[src/rtl/ooo_pkg.sv]
package ooo_pkg;

  // widths that carry a meaning
  localparam int WORD_W   = 32;
  localparam int ROB_IX_W = 3; // 8-entry reorder buffer

  // data word or byte address
  typedef logic [WORD_W-1:0] word_t;

  // index into the reorder buffer
  typedef logic [ROB_IX_W-1:0] rob_ix_t;

  // one load as handed over by dispatch, also what a slot holds
  typedef struct packed {
    word_t   addr;   // computed load address
    rob_ix_t rob_ix; // owner in the reorder buffer
  } lb_entry_t;

  // loaded word on its way to writeback
  typedef struct packed {
    word_t   data;
    rob_ix_t rob_ix; // tag for the cdb / rob
  } load_result_t;

  // life of one buffer slot
  // free  -> wait  on alloc write
  // wait  -> ready once the rob grants can_load
  // ready -> busy  when picked for memory
  // busy  -> free  after the result went out
  typedef enum logic [1:0] {
    slot_free  = 2'd0,
    slot_wait  = 2'd1,
    slot_ready = 2'd2,
    slot_busy  = 2'd3
  } slot_state_t;

endpackage

[src/rtl/lb_alloc.sv]
`timescale 1ns/1ps
`default_nettype none

module lb_alloc import ooo_pkg::*; #(
  parameter int LB_DEPTH = 3
) (
  input  logic                clk_in,
  input  logic                rst_in,

  // dispatch side
  input  logic                in_valid,
  input  lb_entry_t           in_entry,
  output logic                in_ready,

  // slot side
  input  logic [LB_DEPTH-1:0] slot_free_vec, // one bit per slot, high when free
  output logic [LB_DEPTH-1:0] alloc_we,      // one-hot write strobe
  output lb_entry_t           alloc_entry    // same entry goes to every slot
);

  logic [LB_DEPTH-1:0] pick_oh; // chosen free slot, one-hot
  logic                any_free;
  logic                fire;    // valid/ready transfer this cycle

  // highest free index wins, so slots fill top down
  always_comb begin
    pick_oh  = '0;
    any_free = 1'b0;
    for (int i = 0; i < LB_DEPTH; i++) begin
      if (slot_free_vec[i]) begin
        pick_oh    = '0; // later (higher) hit overrides
        pick_oh[i] = 1'b1;
        any_free   = 1'b1;
      end
    end
  end

  assign in_ready = any_free; // comb, no registered stall
  assign fire     = in_valid && in_ready;

  // steer the write to the chosen slot only on a real transfer
  assign alloc_we    = fire ? pick_oh : '0;
  assign alloc_entry = in_entry;

  // never two slots written with the same load
  assert property (@(posedge clk_in) disable iff (rst_in)
    $onehot0(alloc_we))
    else $error("lb_alloc: alloc_we not one-hot (%b)", alloc_we);

  // slot written this cycle must show occupied from the next edge
  assert property (@(posedge clk_in) disable iff (rst_in)
    (alloc_we != '0) |=> ((slot_free_vec & $past(alloc_we)) == '0))
    else $error("lb_alloc: written slot still free after write");

endmodule

`default_nettype wire

[src/rtl/lb_issue.sv]
`timescale 1ns/1ps
`default_nettype none

module lb_issue import ooo_pkg::*; #(
  parameter int LB_DEPTH = 3
) (
  input  logic                clk_in,
  input  logic                rst_in,

  // slot side
  input  slot_state_t         slot_state [LB_DEPTH],
  input  lb_entry_t           slot_entry [LB_DEPTH],
  output logic [LB_DEPTH-1:0] slot_issue, // one-hot, slot goes busy
  output logic [LB_DEPTH-1:0] slot_done,  // one-hot, slot goes free

  // memory side, four-phase req/ack
  output logic                mem_req,
  output word_t               mem_addr,
  input  logic                mem_ack,
  input  word_t               mem_rdata,

  // writeback, always accepted
  output logic                result_valid,
  output load_result_t        result
);

  // handshake fsm
  typedef enum logic [1:0] {
    iss_idle    = 2'd0, // looking for a ready slot
    iss_request = 2'd1, // req high, waiting for ack
    iss_release = 2'd2, // req low, waiting for ack to drop
    iss_return  = 2'd3  // result_valid pulse
  } iss_state_t;

  iss_state_t          state_q;
  logic [LB_DEPTH-1:0] ready_vec;
  logic [LB_DEPTH-1:0] pick_oh;  // lowest ready slot
  lb_entry_t           pick_entry;
  logic [LB_DEPTH-1:0] cur_q;    // slot currently at memory
  word_t               addr_q;   // held stable for the whole req phase
  load_result_t        result_q;
  logic                start;    // new request this cycle

  always_comb begin
    for (int i = 0; i < LB_DEPTH; i++) begin
      ready_vec[i] = (slot_state[i] == slot_ready);
    end
  end

  // fixed priority, slot 0 highest
  // walk downward so the lowest hit is the last one written
  always_comb begin
    pick_oh    = '0;
    pick_entry = slot_entry[0];
    for (int i = LB_DEPTH - 1; i >= 0; i--) begin
      if (ready_vec[i]) begin
        pick_oh    = '0;
        pick_oh[i] = 1'b1;
        pick_entry = slot_entry[i];
      end
    end
  end

  assign start = (state_q == iss_idle) && (pick_oh != '0);

  assign slot_issue = start ? pick_oh : '0;
  // slot frees on the edge where ack is seen low
  assign slot_done  = ((state_q == iss_release) && !mem_ack) ? cur_q : '0;

  always_ff @(posedge clk_in) begin
    if (rst_in) begin
      state_q <= iss_idle;
      cur_q   <= '0;
    end else begin
      case (state_q)
        iss_idle: begin
          if (start) begin
            state_q <= iss_request;
            cur_q   <= pick_oh;
          end
        end
        iss_request: begin
          if (mem_ack) begin
            state_q <= iss_release; // data captured below
          end
        end
        iss_release: begin
          if (!mem_ack) begin
            state_q <= iss_return;
          end
        end
        iss_return: begin
          state_q <= iss_idle;
        end
        default: state_q <= iss_idle;
      endcase
    end
  end

  // payload capture
  always_ff @(posedge clk_in) begin
    if (start) begin
      addr_q          <= pick_entry.addr;
      result_q.rob_ix <= pick_entry.rob_ix;
    end
    if ((state_q == iss_request) && mem_ack) begin
      result_q.data <= mem_rdata; // rdata valid with ack
    end
  end

  assign mem_req      = (state_q == iss_request);
  assign mem_addr     = addr_q;
  assign result_valid = (state_q == iss_return); // one-cycle pulse
  assign result       = result_q;

  // address must not move while the memory may be sampling it
  assert property (@(posedge clk_in) disable iff (rst_in)
    (mem_req && $past(mem_req)) |-> (mem_addr == $past(mem_addr)))
    else $error("lb_issue: mem_addr changed during req (%h)", mem_addr);

  // four-phase rule, previous ack gone before a new req
  assert property (@(posedge clk_in) disable iff (rst_in)
    $rose(mem_req) |-> !mem_ack)
    else $error("lb_issue: req raised while ack still high");

endmodule

`default_nettype wire

[src/rtl/lb_slot.sv]
`timescale 1ns/1ps
`default_nettype none

module lb_slot import ooo_pkg::*; (
  input  logic        clk_in,
  input  logic        rst_in,

  // from allocator
  input  logic        we,       // write a new load into this slot
  input  lb_entry_t   wr_entry,

  // from reorder buffer
  input  logic        can_load, // rob says this load may go

  // from issue block
  input  logic        issue,    // picked for memory this cycle
  input  logic        done,     // result returned, release slot

  output slot_state_t state,
  output lb_entry_t   entry
);

  slot_state_t state_q;
  slot_state_t state_d;
  lb_entry_t   entry_q; // payload, no reset

  // next-state logic
  always_comb begin
    state_d = state_q;
    case (state_q)
      slot_free: begin
        if (we) begin
          state_d = slot_wait;
        end
      end
      slot_wait: begin
        // grant is sampled, so ready shows one edge later
        if (can_load) begin
          state_d = slot_ready;
        end
      end
      slot_ready: begin
        if (issue) begin
          state_d = slot_busy; // at memory now
        end
      end
      slot_busy: begin
        if (done) begin
          state_d = slot_free;
        end
      end
      default: state_d = slot_free;
    endcase
  end

  always_ff @(posedge clk_in) begin
    if (rst_in) begin
      state_q <= slot_free;
    end else begin
      state_q <= state_d;
    end
  end

  // latch address and rob index on allocation
  always_ff @(posedge clk_in) begin
    if (we) begin
      entry_q <= wr_entry;
    end
  end

  assign state = state_q;
  assign entry = entry_q;

  // allocator must only target an empty slot
  assert property (@(posedge clk_in) disable iff (rst_in)
    we |-> (state_q == slot_free))
    else $error("lb_slot: write into occupied slot (state %s)", state_q.name());

  // issue block releases only the slot it sent out
  assert property (@(posedge clk_in) disable iff (rst_in)
    done |-> (state_q == slot_busy))
    else $error("lb_slot: done outside busy (state %s)", state_q.name());

endmodule

`default_nettype wire

[src/rtl/load_buffer.sv]
`timescale 1ns/1ps
`default_nettype none

module load_buffer import ooo_pkg::*; #(
  parameter int LB_DEPTH = 3 // rob can_load width follows this
) (
  input  logic                clk_in,
  input  logic                rst_in,

  // dispatch
  input  logic                in_valid,
  input  lb_entry_t           in_entry,
  output logic                in_ready,

  // reorder buffer
  input  logic [LB_DEPTH-1:0] can_load,
  output rob_ix_t             slot_rob_ix [LB_DEPTH],
  output logic [LB_DEPTH-1:0] slot_occupied,

  // memory unit
  output logic                mem_req,
  output word_t               mem_addr,
  input  logic                mem_ack,
  input  word_t               mem_rdata,

  // writeback
  output logic                result_valid,
  output load_result_t        result
);

  logic [LB_DEPTH-1:0] slot_free_vec;
  logic [LB_DEPTH-1:0] alloc_we;
  lb_entry_t           alloc_entry;
  logic [LB_DEPTH-1:0] slot_issue;
  logic [LB_DEPTH-1:0] slot_done;
  slot_state_t         slot_state [LB_DEPTH];
  lb_entry_t           slot_entry [LB_DEPTH];

  lb_alloc #(.LB_DEPTH(LB_DEPTH)) u_alloc (
    .clk_in, .rst_in,
    .in_valid, .in_entry, .in_ready,
    .slot_free_vec, .alloc_we, .alloc_entry
  );

  for (genvar i = 0; i < LB_DEPTH; i++) begin : g_slot
    lb_slot u_slot (
      .clk_in, .rst_in,
      .we       (alloc_we[i]),
      .wr_entry (alloc_entry),
      .can_load (can_load[i]),
      .issue    (slot_issue[i]),
      .done     (slot_done[i]),
      .state    (slot_state[i]),
      .entry    (slot_entry[i])
    );

    assign slot_free_vec[i] = (slot_state[i] == slot_free);
    assign slot_occupied[i] = !slot_free_vec[i]; // busy counts as occupied
    assign slot_rob_ix[i]   = slot_entry[i].rob_ix;
  end

  lb_issue #(.LB_DEPTH(LB_DEPTH)) u_issue (
    .clk_in, .rst_in,
    .slot_state, .slot_entry, .slot_issue, .slot_done,
    .mem_req, .mem_addr, .mem_ack, .mem_rdata,
    .result_valid, .result
  );

endmodule

`default_nettype wire

[config.mk]
export PLATFORM = sky130hd
export DESIGN_NAME = load_buffer
export DESIGN_NICKNAME = d
export VERILOG_FILES = /design/src/rtl/ooo_pkg.sv /design/src/rtl/lb_alloc.sv /design/src/rtl/lb_issue.sv /design/src/rtl/lb_slot.sv /design/src/rtl/load_buffer.sv
export SDC_FILE = /design/constraint.sdc
export NUM_CORES = 1
export LEC_CHECK = 0
export ABC_AREA = 0
export BUFFER_PORTS_ARGS = -buffer_cell sky130_fd_sc_hd__buf_4
export CAP_MARGIN = 0
export CORE_AREA = 2 2 122 124
export CTS_CLUSTER_SIZE = 25
export DETAILED_ROUTE_END_ITERATION = 16
export DIE_AREA = 0 0 124 126
export PLACE_DENSITY_LB_ADDON = 0.12
export SYNTH_ARGS = -nofsm -noshare
export SYNTH_HDL_FRONTEND = slang
export SYNTH_SLANG_ARGS = --single-unit
[constraint.sdc]
create_clock -name clk_in -period 3.4 [get_ports clk_in]
set_clock_uncertainty 0.2 [all_clocks]
set_input_delay 0.17 -clock clk_in [delete_from_list [all_inputs] [get_ports clk_in]]
set_output_delay 0.17 -clock clk_in [all_outputs]
set_load 0.02 [all_outputs]
==> results of run 1 <==
[logic make-up after synthesis]
logic type,synth area share (%)
AO/OA/AOI/OAI,10.8
adder cells (fa/ha/maj),3.20
buffers and inverters,3.40
flip-flops,76.6
multiplexers,0.427
AND/OR/NAND/NOR,5.57
[critical path, cell delays in order (launching register included)]
cell and delay (ps):
dfxtp_1 340, inv_1 90, ha_2 660, nor3_1 160
nor2_4 280, buf_4 460
[metrics by stage]
step,setup WS [ps],total power [uW]
final,841,7700
after global routing,696,8080
after CTS,796,7770
after detailed placement,812,5860
after global placement,859,5800
after floorplan,414,4890
[power groups by stage]
stage	Sequential (uW)	Clock [uW]	Combinational [uW]
finish	3430	1840	2420
global route	3480	1970	2630
CTS	3440	1880	2450
detailed placement	3480	0	2380
global placement	3470	0	2330
floorplan	3740	0	1150
[cells in the final DEF, fill, tap and decap left out, drive strengths merged]
cell,count
nor3,2
a311oi,1
a222oi,3
nand2b,3
clkbuf,19
dlygate4sd3,68
nand3b,3
nand2,8
a22oi,34
nand3,1
a21boi,1
nor2b,36
buf,163
o21ai,38
mux2i,3
nor2,16
clkinvlp,2
dfxtp,11
a21oi,42
o31a,1
clkinv,6
inv,18
a211oi,3
a41o,1
and2,2
a21o,1
bufinv,2
ha,18
edfxtp,172
o21a,1
[cell type report]
cell class	count	area share [%]
Clock buffer	19	4.51
Sequential cell	183	56.1
Inverter	18	0.704
Multi-Input combinational cell	218	15.2
Tap cell	184	2.40
Clock inverter	10	1.13
Timing Repair Buffer	231	20.0
[state kept, by name, summed over array words and instances, names as in the netlist]
| name | flops |
|---|---|
| g_slot.u_slot.state | 6 |
| u_issue.result | 35 |
| u_issue.cur_q | 3 |
| u_issue.state_q | 2 |
| g_slot.u_slot.entry | 105 |
| u_issue.mem_addr | 32 |
[layer usage]
metal | routed length, um | track usage (%) | share of wire, % | vias up
li1 | - | - | - | 2123
met1 | 6390 | 24.0 | 40 | 2246
met2 | 7910 | 35.9 | 50 | 187
met3 | 1210 | 5.39 | 7.6 | 29
met4 | 304 | 7.93 | 1.9 | 0
met5 | 0 | 0 | 0 | -
[worst paths after layout]
| kind | cells past startpoint | end | from |
|---|---|---|---|
| setup / recovery | 5 | u_issue.mem_addr[19]$_DFFE_PN_ | g_slot[0].u_slot.state[0]$_SDFFE_PP0P_ |
| setup reg to reg | 5 | u_issue.mem_addr[19]$_DFFE_PN_ | g_slot[0].u_slot.state[0]$_SDFFE_PP0P_ |
| hold reg to reg | 2 | g_slot[0].u_slot.state[1]$_SDFFE_PP0P_ | g_slot[0].u_slot.state[1]$_SDFFE_PP0P_ |
| hold / removal | 3 | g_slot[0].u_slot.entry[1]$_DFFE_PP_ | in_valid |
[timing repair]
item,in CTS,in global routing
hold buffers,68,0
setup buffers,0,0
gates resized for setup,0,0
hold endpoints to repair,148,0
==> run summary, run 1 <==
CP Capture Type: register
Final period util: 75.3%
Die ar.: 0.0156 mm2
Cell Count, Final, Fillers Out: 863
IO Port Bufs: 155
post-route ant nets: 0
Slew headroom: 32.9%
largest net degree at the start of global routing: 39
RSZ-0062 raised after global routing: false
core box area: 0.0143 mm2
Reg2Reg Setup Slack: 840 ps
clk slew on worst S/H paths: 60 ps
syn nets: 543
DR iter-0 viols: 318
# placed instances: 766
cell leakage power: 0.00356 uW
post-synth cell types: 31
initial antenna violation count: 0
Worst-Margin Slew: 1000 ps
Top FF cell, synth: edfxtp_1
Gate power share: 31.5%
Startpoint Class: register
hpwl dp: 9.39 mm
footprint of the multi-input gates: 0.00146 mm2
sequential share of the synthesized area: 76.6%
EDFF count, synth: 172
Finished Cell Area: 0.00960 mm2
Async S/R FF share, synth: 0%
DR pass1 iterations: 5
Routed WL: 15.8 mm
Final min period: 2560 ps
sequential share of power: 44.6%
setup TNS: 0 ps
Avg Vias per Cell: 5.31
Max Freq: 0.391 GHz
# diodes: 0
vias: 4585
placed cell area: 0.00838 mm2
Root Driver: clkbuf_16
worst endpoint required time: 3270 ps
Clock Tree Buf Depth: 2
Layout Utilization: 67.1%
YS warnings: 0
count leader, synth: edfxtp_1
top post-synthesis cells by area: edfxtp_1 73%, a22oi_1 3.6%, ha_1 3.2%
#FFs+latches synth: 183
final slew viol count: 0
CP max FO: 29
CTS H-tree lvls: 4
Hold Worst Slack: 38.3 ps
WL/cell: 18.3 um
status: finished clean
Overflow after GRT: 0
most instantiated cells after synthesis: 172 x edfxtp_1, 42 x a21oi_1, 37 x o21ai_1
DRC viols: 0
share of cells above drive strength 1: 29.5%
GPL Wtd Cong: 0.749
critical path arrival: 2430 ps
Synth top area share: 73.4%
die width: 124 um
vias in the first global route: 4537
P per Cell Area: 802 mW/mm2
Die Height: 126 um
final setup fails: 0
clock sink count: 183
CTS tree: yes
Initial Util: 49.1%
Synth area leader: edfxtp_1
clock power share: 23.9%
row count: 44
I/O pin total: 156
storage element area: 0.00539 mm2
Filler cells: 1045
Num CTS Buffers: 17
Mapped Cells: 451
Net Sw Frac: 32.7%
Psw: 2520 uW
CP Class: reg2reg
Peak VDD IR: 0.462 mV
GRT Total Usage: 20.5%
later-pin clock latency in the skew report: 430 ps
synth-to-layout area growth: 36.5%
max_cap viols: 0
hold violation count in the final report: 0
Int Pwr: 5180 uW
mapped cell area: 0.00703 mm2
first-pass GRT wire length: 23.4 mm
synthesized area per cell: 15.6 um2
worst hold-check path type: in2reg
Nets: 761
No activity file was read; power rests on OpenSTA's default activity.
==> inputs of run 2 (changes only) <==
--- a/config.mk
+++ b/config.mk
@@ -5,13 +5,13 @@
 export SDC_FILE = /design/constraint.sdc
 export NUM_CORES = 1
 export LEC_CHECK = 0
-export ABC_AREA = 0
+export ABC_AREA = 1
 export BUFFER_PORTS_ARGS = -buffer_cell sky130_fd_sc_hd__buf_4
 export CAP_MARGIN = 0
-export CORE_AREA = 2 2 122 124
+export CORE_AREA = 2 2 123 125
 export CTS_CLUSTER_SIZE = 25
 export DETAILED_ROUTE_END_ITERATION = 16
-export DIE_AREA = 0 0 124 126
+export DIE_AREA = 0 0 125 127
 export PLACE_DENSITY_LB_ADDON = 0.12
 export SYNTH_ARGS = -nofsm -noshare
 export SYNTH_HDL_FRONTEND = slang
==> constraint.sdc (replaced) <==
create_clock -name clk_in -period 2.2 [get_ports clk_in]
set_clock_uncertainty 0.2 [all_clocks]
set_input_delay 0.11 -clock clk_in [delete_from_list [all_inputs] [get_ports clk_in]]
set_output_delay 0.11 -clock clk_in [all_outputs]
set_load 0.02 [all_outputs]
==> run 2 against run 1 <==
  * Synthesized cell count is 6.4% higher
  * Global-route usage is 1.4 points lower
  * First-iteration DRC count is 4.7% lower
  * Sequential share of layout area is 0.76 points lower
  * Highest routed layer unchanged
  * Total power is 62% higher
  * Critical path depth is 5 higher
  * Core utilization is 0.46 points higher
==> run summary, run 2 <==
final slew viol count: 0
CP Class: reg2reg
Worst R2R End: g_slot[2].u_slot.state[1]$_SDFFE_PP0P_
postcts setup bufs: 0
CP peak stage delay: 370 ps
synthesized area per cell: 14.6 um2
Final period util: 88.6%
sequential share of the synthesized area: 76.8%
post-synth cell types: 23
cell leakage power: 0.00385 uW
Overflow after GRT: 0
#FFs+latches synth: 183
Peak VDD IR: 1.22 mV
share of cells above drive strength 1: 31.0%
worst endpoint required time: 2360 ps
Die Height: 127 um
die width: 125 um
Final min period: 1950 ps
Synth Area in XOR/XNOR: 0%
later-pin clock latency in the skew report: 420 ps
# diodes: 0
final worst slack: 251 ps
largest net degree at the start of global routing: 38
Max Freq: 0.513 GHz
hold violation count in the final report: 0
Top FF cell, synth: edfxtp_1
Synth top area share: 73.6%
GRT Total Usage: 19.1%
most instantiated cells after synthesis: 172 x edfxtp_1, 74 x nand2_1, 64 x inv_1
vias in the first global route: 4580
Reg2Reg Setup Slack: 250 ps
Avg Vias per Cell: 4.92
Synth area leader: edfxtp_1
simple-gate share of the synthesized area: 8.74%
vias: 4498
hpwl dp: 9.11 mm
synth-to-layout area growth: 38.9%
CTS tree: yes
DR pass1 iterations: 4
critical path arrival: 2110 ps
EDFF count, synth: 172
Mapped Cells: 480
Clock Tree Buf Depth: 2
pre-CTS setup slack: 266 ps
Reg2Reg Depth: 10
Nets: 809
Startpoint Class: register
CTS H-tree lvls: 4
post-synthesis compound-gate area fraction: 5.01%
initial antenna violation count: 0
clock sink count: 183
Hold Path Depth: 2
top post-synthesis cells by area: edfxtp_1 74%, nand2_1 4.0%, inv_1 3.4%
first-pass GRT wire length: 23.1 mm
max_cap viols: 0
count leader, synth: edfxtp_1
clk slew on worst S/H paths: 60 ps
syn nets: 572
Cell Count, Final, Fillers Out: 914
CP max FO: 25
post-route ant nets: 0
DRC viols: 0
Finished Cell Area: 0.00974 mm2
worst hold-check path type: in2reg
crit-path cells: inv_2, ha_1, nor2_4, buf_4, nand2_1, nand2_1, nand2_1, nor2_1, nor2_1, nor2_1
Async S/R FF share, synth: 0%
P per Cell Area: 1280 mW/mm2
most common cell after layout, fill and taps aside: edfxtp_1
Worst Hold Path EP: u_issue.result[26]$_DFFE_PP_
core box area: 0.0144 mm2
Die ar.: 0.0159 mm2
final setup fails: 0
CP Capture Type: register
YS warnings: 0
Hold Startpoint: mem_rdata[23]
Slew headroom: 68.2%
placed cell area: 0.00845 mm2
worst r2r src: g_slot[1].u_slot.state[0]$_SDFFE_PP0P_
WL/cell: 16.2 um
row count: 44
commonest cells after routing, fill and taps aside: 172 x edfxtp_1, 165 x buf_4, 73 x dlygate4sd3_1
Num CTS Buffers: 17
I/O pin total: 156
mapped cell area: 0.00701 mm2
number of flip-flops in the largest register: 105
IO Port Bufs: 155
DR iter-0 viols: 303
CP max stage cell: dfxtp_2
total power: 12500 uW
Initial Util: 48.6%
# placed instances: 809
RSZ-0062 raised after global routing: false
status: finished clean
Root Driver: clkbuf_16
GPL Wtd Cong: 0.821
Worst-Margin Slew: 477 ps
post-synthesis adder-cell area fraction: 3.21%
proportion of synthesized area in mux cells: 0%
Routed WL: 14.8 mm
largest family of logic cells by synthesized area: simple AND/OR/NAND/NOR gates
run 2: cell types whose count changed in the layout (fill, tap and decap cells not counted), sizes merged, moves of 5 or more:
cell / before / now
inv: 18 / 67
nand3: 1 / 39
o211ai: 0 / 35
a22oi: 34 / 0
a21oi: 42 / 6
o21ai: 38 / 4
nor2b: 36 / 0
buf: 163 / 169
nor2: 16 / 24
dlygate4sd3: 68 / 73
nand2: 8 / 74
run 2: worst max path at each step:
stage	endpoint	slack [ps]	depth (start not counted)	start
6_report	g_slot[2].u_slot.state[1]$_SDFFE_PP0P_	250	10	g_slot[1].u_slot.state[0]$_SDFFE_PP0P_
5_1_grt	g_slot[2].u_slot.state[0]$_SDFFE_PP0P_	60	10	g_slot[1].u_slot.state[0]$_SDFFE_PP0P_
4_1_cts	g_slot[2].u_slot.state[1]$_SDFFE_PP0P_	250	10	g_slot[1].u_slot.state[0]$_SDFFE_PP0P_
3_5_place_dp	g_slot[2].u_slot.state[1]$_SDFFE_PP0P_	270	10	g_slot[1].u_slot.state[0]$_SDFFE_PP0P_
3_3_place_gp	g_slot[2].u_slot.state[1]$_SDFFE_PP0P_	320	10	g_slot[1].u_slot.state[0]$_SDFFE_PP0P_
2_1_floorplan	g_slot[0].u_slot.entry[0]$_DFFE_PP_	-20	5	g_slot[1].u_slot.state[1]$_SDFFE_PP0P_
run 2: worst max-delay path, delay by kind of cell (launching register included):
family	cells	cell delay [ps]
and+or+nand+nor	7	660
buffers and inverters	2	390
DFF	1	370
adders and majority gates	1	270
run 2: kinds of logic (layout without fill, tap and decap cells):
family,Yosys count,in the layout
DFF,183,183
and+or+nand+nor,143,143
buffers and inverters,90,340
AOI/OAI and AO/OA,46,46
adders and majority gates,18,18
run 2: layout make-up:
class                           count  area (um2)
Tap cell                          184         230
Multi-Input combinational cell    207        1250
Clock buffer                       19         433
Timing Repair Buffer              242        2050
Fill cell                        1016        4680
Sequential cell                   183        5390
Inverter                           66         262
Clock inverter                     13         129
run 2: per-stage QoR:
| stage | setup TNS, ps | utilization [%] | hold slack (ps) |
|---|---|---|---|
| 2_1_floorplan | -566 | - | -20.9 |
| 3_3_place_gp | 0 | 58.6 | 88.3 |
| 3_5_place_dp | 0 | 58.6 | 89.6 |
| 4_1_cts | 0 | 67.5 | 185 |
| 5_1_grt | 0 | 67.5 | 177 |
| 6_report | 0 | 67.5 | 205 |
run 2: per-layer routing:
layer | vias to the layer above | share of wire [%] | GRT usage, %
li1 | 2158 | - | -
met1 | 2174 | 40 | 23.0
met2 | 145 | 53 | 33.5
met3 | 21 | 4.9 | 4.73
met4 | 0 | 1.8 | 7.39
met5 | - | 0 | 0
run 2: timing repair:
item                                   CTS  global route
resized for setup                        0             0
endpoints found under the hold margin  148             0
hold buffers                            73             0
run 2: power by group:
| group | internal [uW] | leakage [uW] | switching (uW) |
|---|---|---|---|
| combinational | 1620 | 0.00190 | 2740 |
| sequential | 4980 | 0.00168 | 298 |
| clock | 1660 | 0.000274 | 1220 |
| total | 8250 | 0.00385 | 4250 |
==> inputs of run 3 (changes only) <==
--- a/config.mk
+++ b/config.mk
@@ -9,7 +9,6 @@
 export BUFFER_PORTS_ARGS = -buffer_cell sky130_fd_sc_hd__buf_4
 export CAP_MARGIN = 0
 export CORE_AREA = 2 2 123 125
-export CTS_CLUSTER_SIZE = 25
 export DETAILED_ROUTE_END_ITERATION = 16
 export DIE_AREA = 0 0 125 127
 export PLACE_DENSITY_LB_ADDON = 0.12
==> constraint.sdc (replaced) <==
create_clock -name clk_in -period 2.2 [get_ports clk_in]
set_clock_uncertainty 0.2 [all_clocks]
set_input_delay 0.22 -clock clk_in [delete_from_list [all_inputs] [get_ports clk_in]]
set_output_delay 0.22 -clock clk_in [all_outputs]
set_load 0.02 [all_outputs]
==> run 3 against run 2 <==
  * Sequential power barely moved
  * Clock-buffer cell count did not move
  * Routed wire length fell by 0.32%
  * Cell count is 0.55% lower
  * Flip-flop and latch count unchanged
  * Total power is 0.12% lower
  * Via count fell by 1.6%
  * First-iteration DRC count grew 5.0%
  * Clock power about the same
  * Combinational power hardly changed
  * Highest routed layer unchanged
  * Critical endpoint unchanged
  * Global-route usage barely moved
  * Critical path depth is the same
  * Largest power group unchanged
==> run summary, run 3 (same netlist as run 2, synthesis figures left out) <==
Hold Path Depth: 5
P per Cell Area: 1290 mW/mm2
worst r2r src: g_slot[1].u_slot.state[0]$_SDFFE_PP0P_
Overflow after GRT: 0
hpwl dp: 9.11 mm
Net Sw Frac: 34.0%
core box area: 0.0144 mm2
Int Pwr: 8250 uW
postcts setup bufs: 0
RSZ-0062 raised after global routing: false
row count: 44
Die ar.: 0.0159 mm2
Max Freq: 0.512 GHz
Psw: 4240 uW
largest net degree at the start of global routing: 38
Die Height: 127 um
most common cell after layout, fill and taps aside: edfxtp_1
# diodes: 0
Gate power share: 34.7%
Crit path depth: 10
final slew viol count: 0
CP max FO: 25
I/O pin total: 156
Buf+Inv Stages, Crit Path: 2
first-pass GRT wire length: 23.0 mm
Reg2Reg Depth: 10
GPL Wtd Cong: 0.821
commonest cells after routing, fill and taps aside: 172 x edfxtp_1, 165 x buf_4, 72 x nand2_1
initial antenna violation count: 0
DR pass1 iterations: 5
status: finished clean
Clock Tree Buf Depth: 2
share of cells above drive strength 1: 31.2%
CTS tree: yes
GRT Total Usage: 19.1%
WL/cell: 16.2 um
Num CTS Buffers: 17
CP max stage cell: dfxtp_2
die width: 125 um
worst hold-check path type: in2reg
vias: 4428
sequential share of power: 42.2%
clock power share: 23.1%
Reg2Reg Setup Slack: 250 ps
Startpoint Class: register
synth-to-layout area growth: 38.2%
DR iter-0 viols: 318
CP Class: reg2reg
hold violation count in the final report: 0
Hold Worst Slack: 52.9 ps
Initial Util: 48.6%
CTS H-tree lvls: 4
Finished Cell Area: 0.00969 mm2
IO Port Bufs: 155
vias in the first global route: 4564
storage element area: 0.00539 mm2
clock sink count: 183
Peak VDD IR: 1.24 mV
critical path arrival: 2110 ps
Worst-Margin Slew: 449 ps
Root Driver: clkbuf_16
crit-path cells: inv_2, ha_1, nor2_4, buf_4, nand2_1, nand2_1, nand2_1, nor2_1, nor2_1, nor2_1
number of flip-flops in the largest register: 105
Nets: 804
CP Capture Type: register
Slew headroom: 70.0%
Worst Hold Path EP: g_slot[0].u_slot.state[0]$_SDFFE_PP0P_
Filler cells: 1023
cell leakage power: 0.00383 uW
post-route ant nets: 0
clk slew on worst S/H paths: 60 ps
Final min period: 1950 ps
DRC viols: 0
Hold Startpoint: in_valid
later-pin clock latency in the skew report: 420 ps
Avg Vias per Cell: 4.87
Crit path max-delay family: simple AND/OR/NAND/NOR gates
CP peak stage delay: 370 ps
Final period util: 88.8%
final setup fails: 0
placed cell area: 0.00845 mm2
max_cap viols: 0
worst endpoint required time: 2360 ps
Routed WL: 14.8 mm
Worst R2R End: g_slot[2].u_slot.state[1]$_SDFFE_PP0P_
footprint of the multi-input gates: 0.00125 mm2
## run 3: worst max path at each step
stage / slack [ps] / end / from
floorplan: -20 / g_slot[0].u_slot.entry[0]$_DFFE_PP_ / g_slot[1].u_slot.state[1]$_SDFFE_PP0P_
global placement: 320 / g_slot[2].u_slot.state[1]$_SDFFE_PP0P_ / g_slot[1].u_slot.state[0]$_SDFFE_PP0P_
detailed placement: 270 / g_slot[2].u_slot.state[1]$_SDFFE_PP0P_ / g_slot[1].u_slot.state[0]$_SDFFE_PP0P_
CTS: 250 / g_slot[2].u_slot.state[1]$_SDFFE_PP0P_ / g_slot[1].u_slot.state[0]$_SDFFE_PP0P_
global route: 60 / g_slot[2].u_slot.state[0]$_SDFFE_PP0P_ / g_slot[1].u_slot.state[0]$_SDFFE_PP0P_
finish: 250 / g_slot[2].u_slot.state[1]$_SDFFE_PP0P_ / g_slot[1].u_slot.state[0]$_SDFFE_PP0P_
## run 3: area by class of cell
type / instances / area share [%]
timing repair buffer: 237 / 20.6
clock buffer: 19 / 4.47
multi-input combinational: 207 / 12.9
tap: 184 / 2.38
inverter: 66 / 2.70
sequential: 183 / 55.6
clock inverter: 13 / 1.33
## run 3: tightest hold or removal path, stage by stage
cell,delay (ps)
buf_4,90
a21oi_1,60
nor2_1,140
nor2_1,50
nor2_1,80
## run 3: power groups by stage
stage / logic [uW] / clock network (uW) / registers, uW
4_1_cts: 4390 / 2940 / 5280
6_report: 4330 / 2880 / 5270
3_5_place_dp: 4280 / 0 / 5340
3_3_place_gp: 4200 / 0 / 5320
5_1_grt: 4720 / 3100 / 5340
2_1_floorplan: 2280 / 0 / 5750
## run 3: timing repair
item,CTS,global route
hold buffers,68,0
gates resized for setup,0,0
hold endpoints to repair,144,0
## run 3: routing by layer
layer	track usage [%]	wire [um]
met5	0	0
met4	7.39	194
met3	4.73	772
met2	33.4	7760
met1	23.0	6050
## run 3: metrics by stage
stage / setup WS (ps) / TNS, ps / utilization [%] / std cells / power (uW)
4_1_cts: 249 / 0 / 67.2 / 909 / 12600
5_1_grt: 62.1 / 0 / 67.2 / 909 / 13200
2_1_floorplan: -16.2 / -566 / - / 480 / 8030
3_5_place_dp: 266 / 0 / 58.6 / 809 / 9630
3_3_place_gp: 315 / 0 / 58.6 / 809 / 9520
6_report: 245 / 0 / 67.2 / 909 / 12500
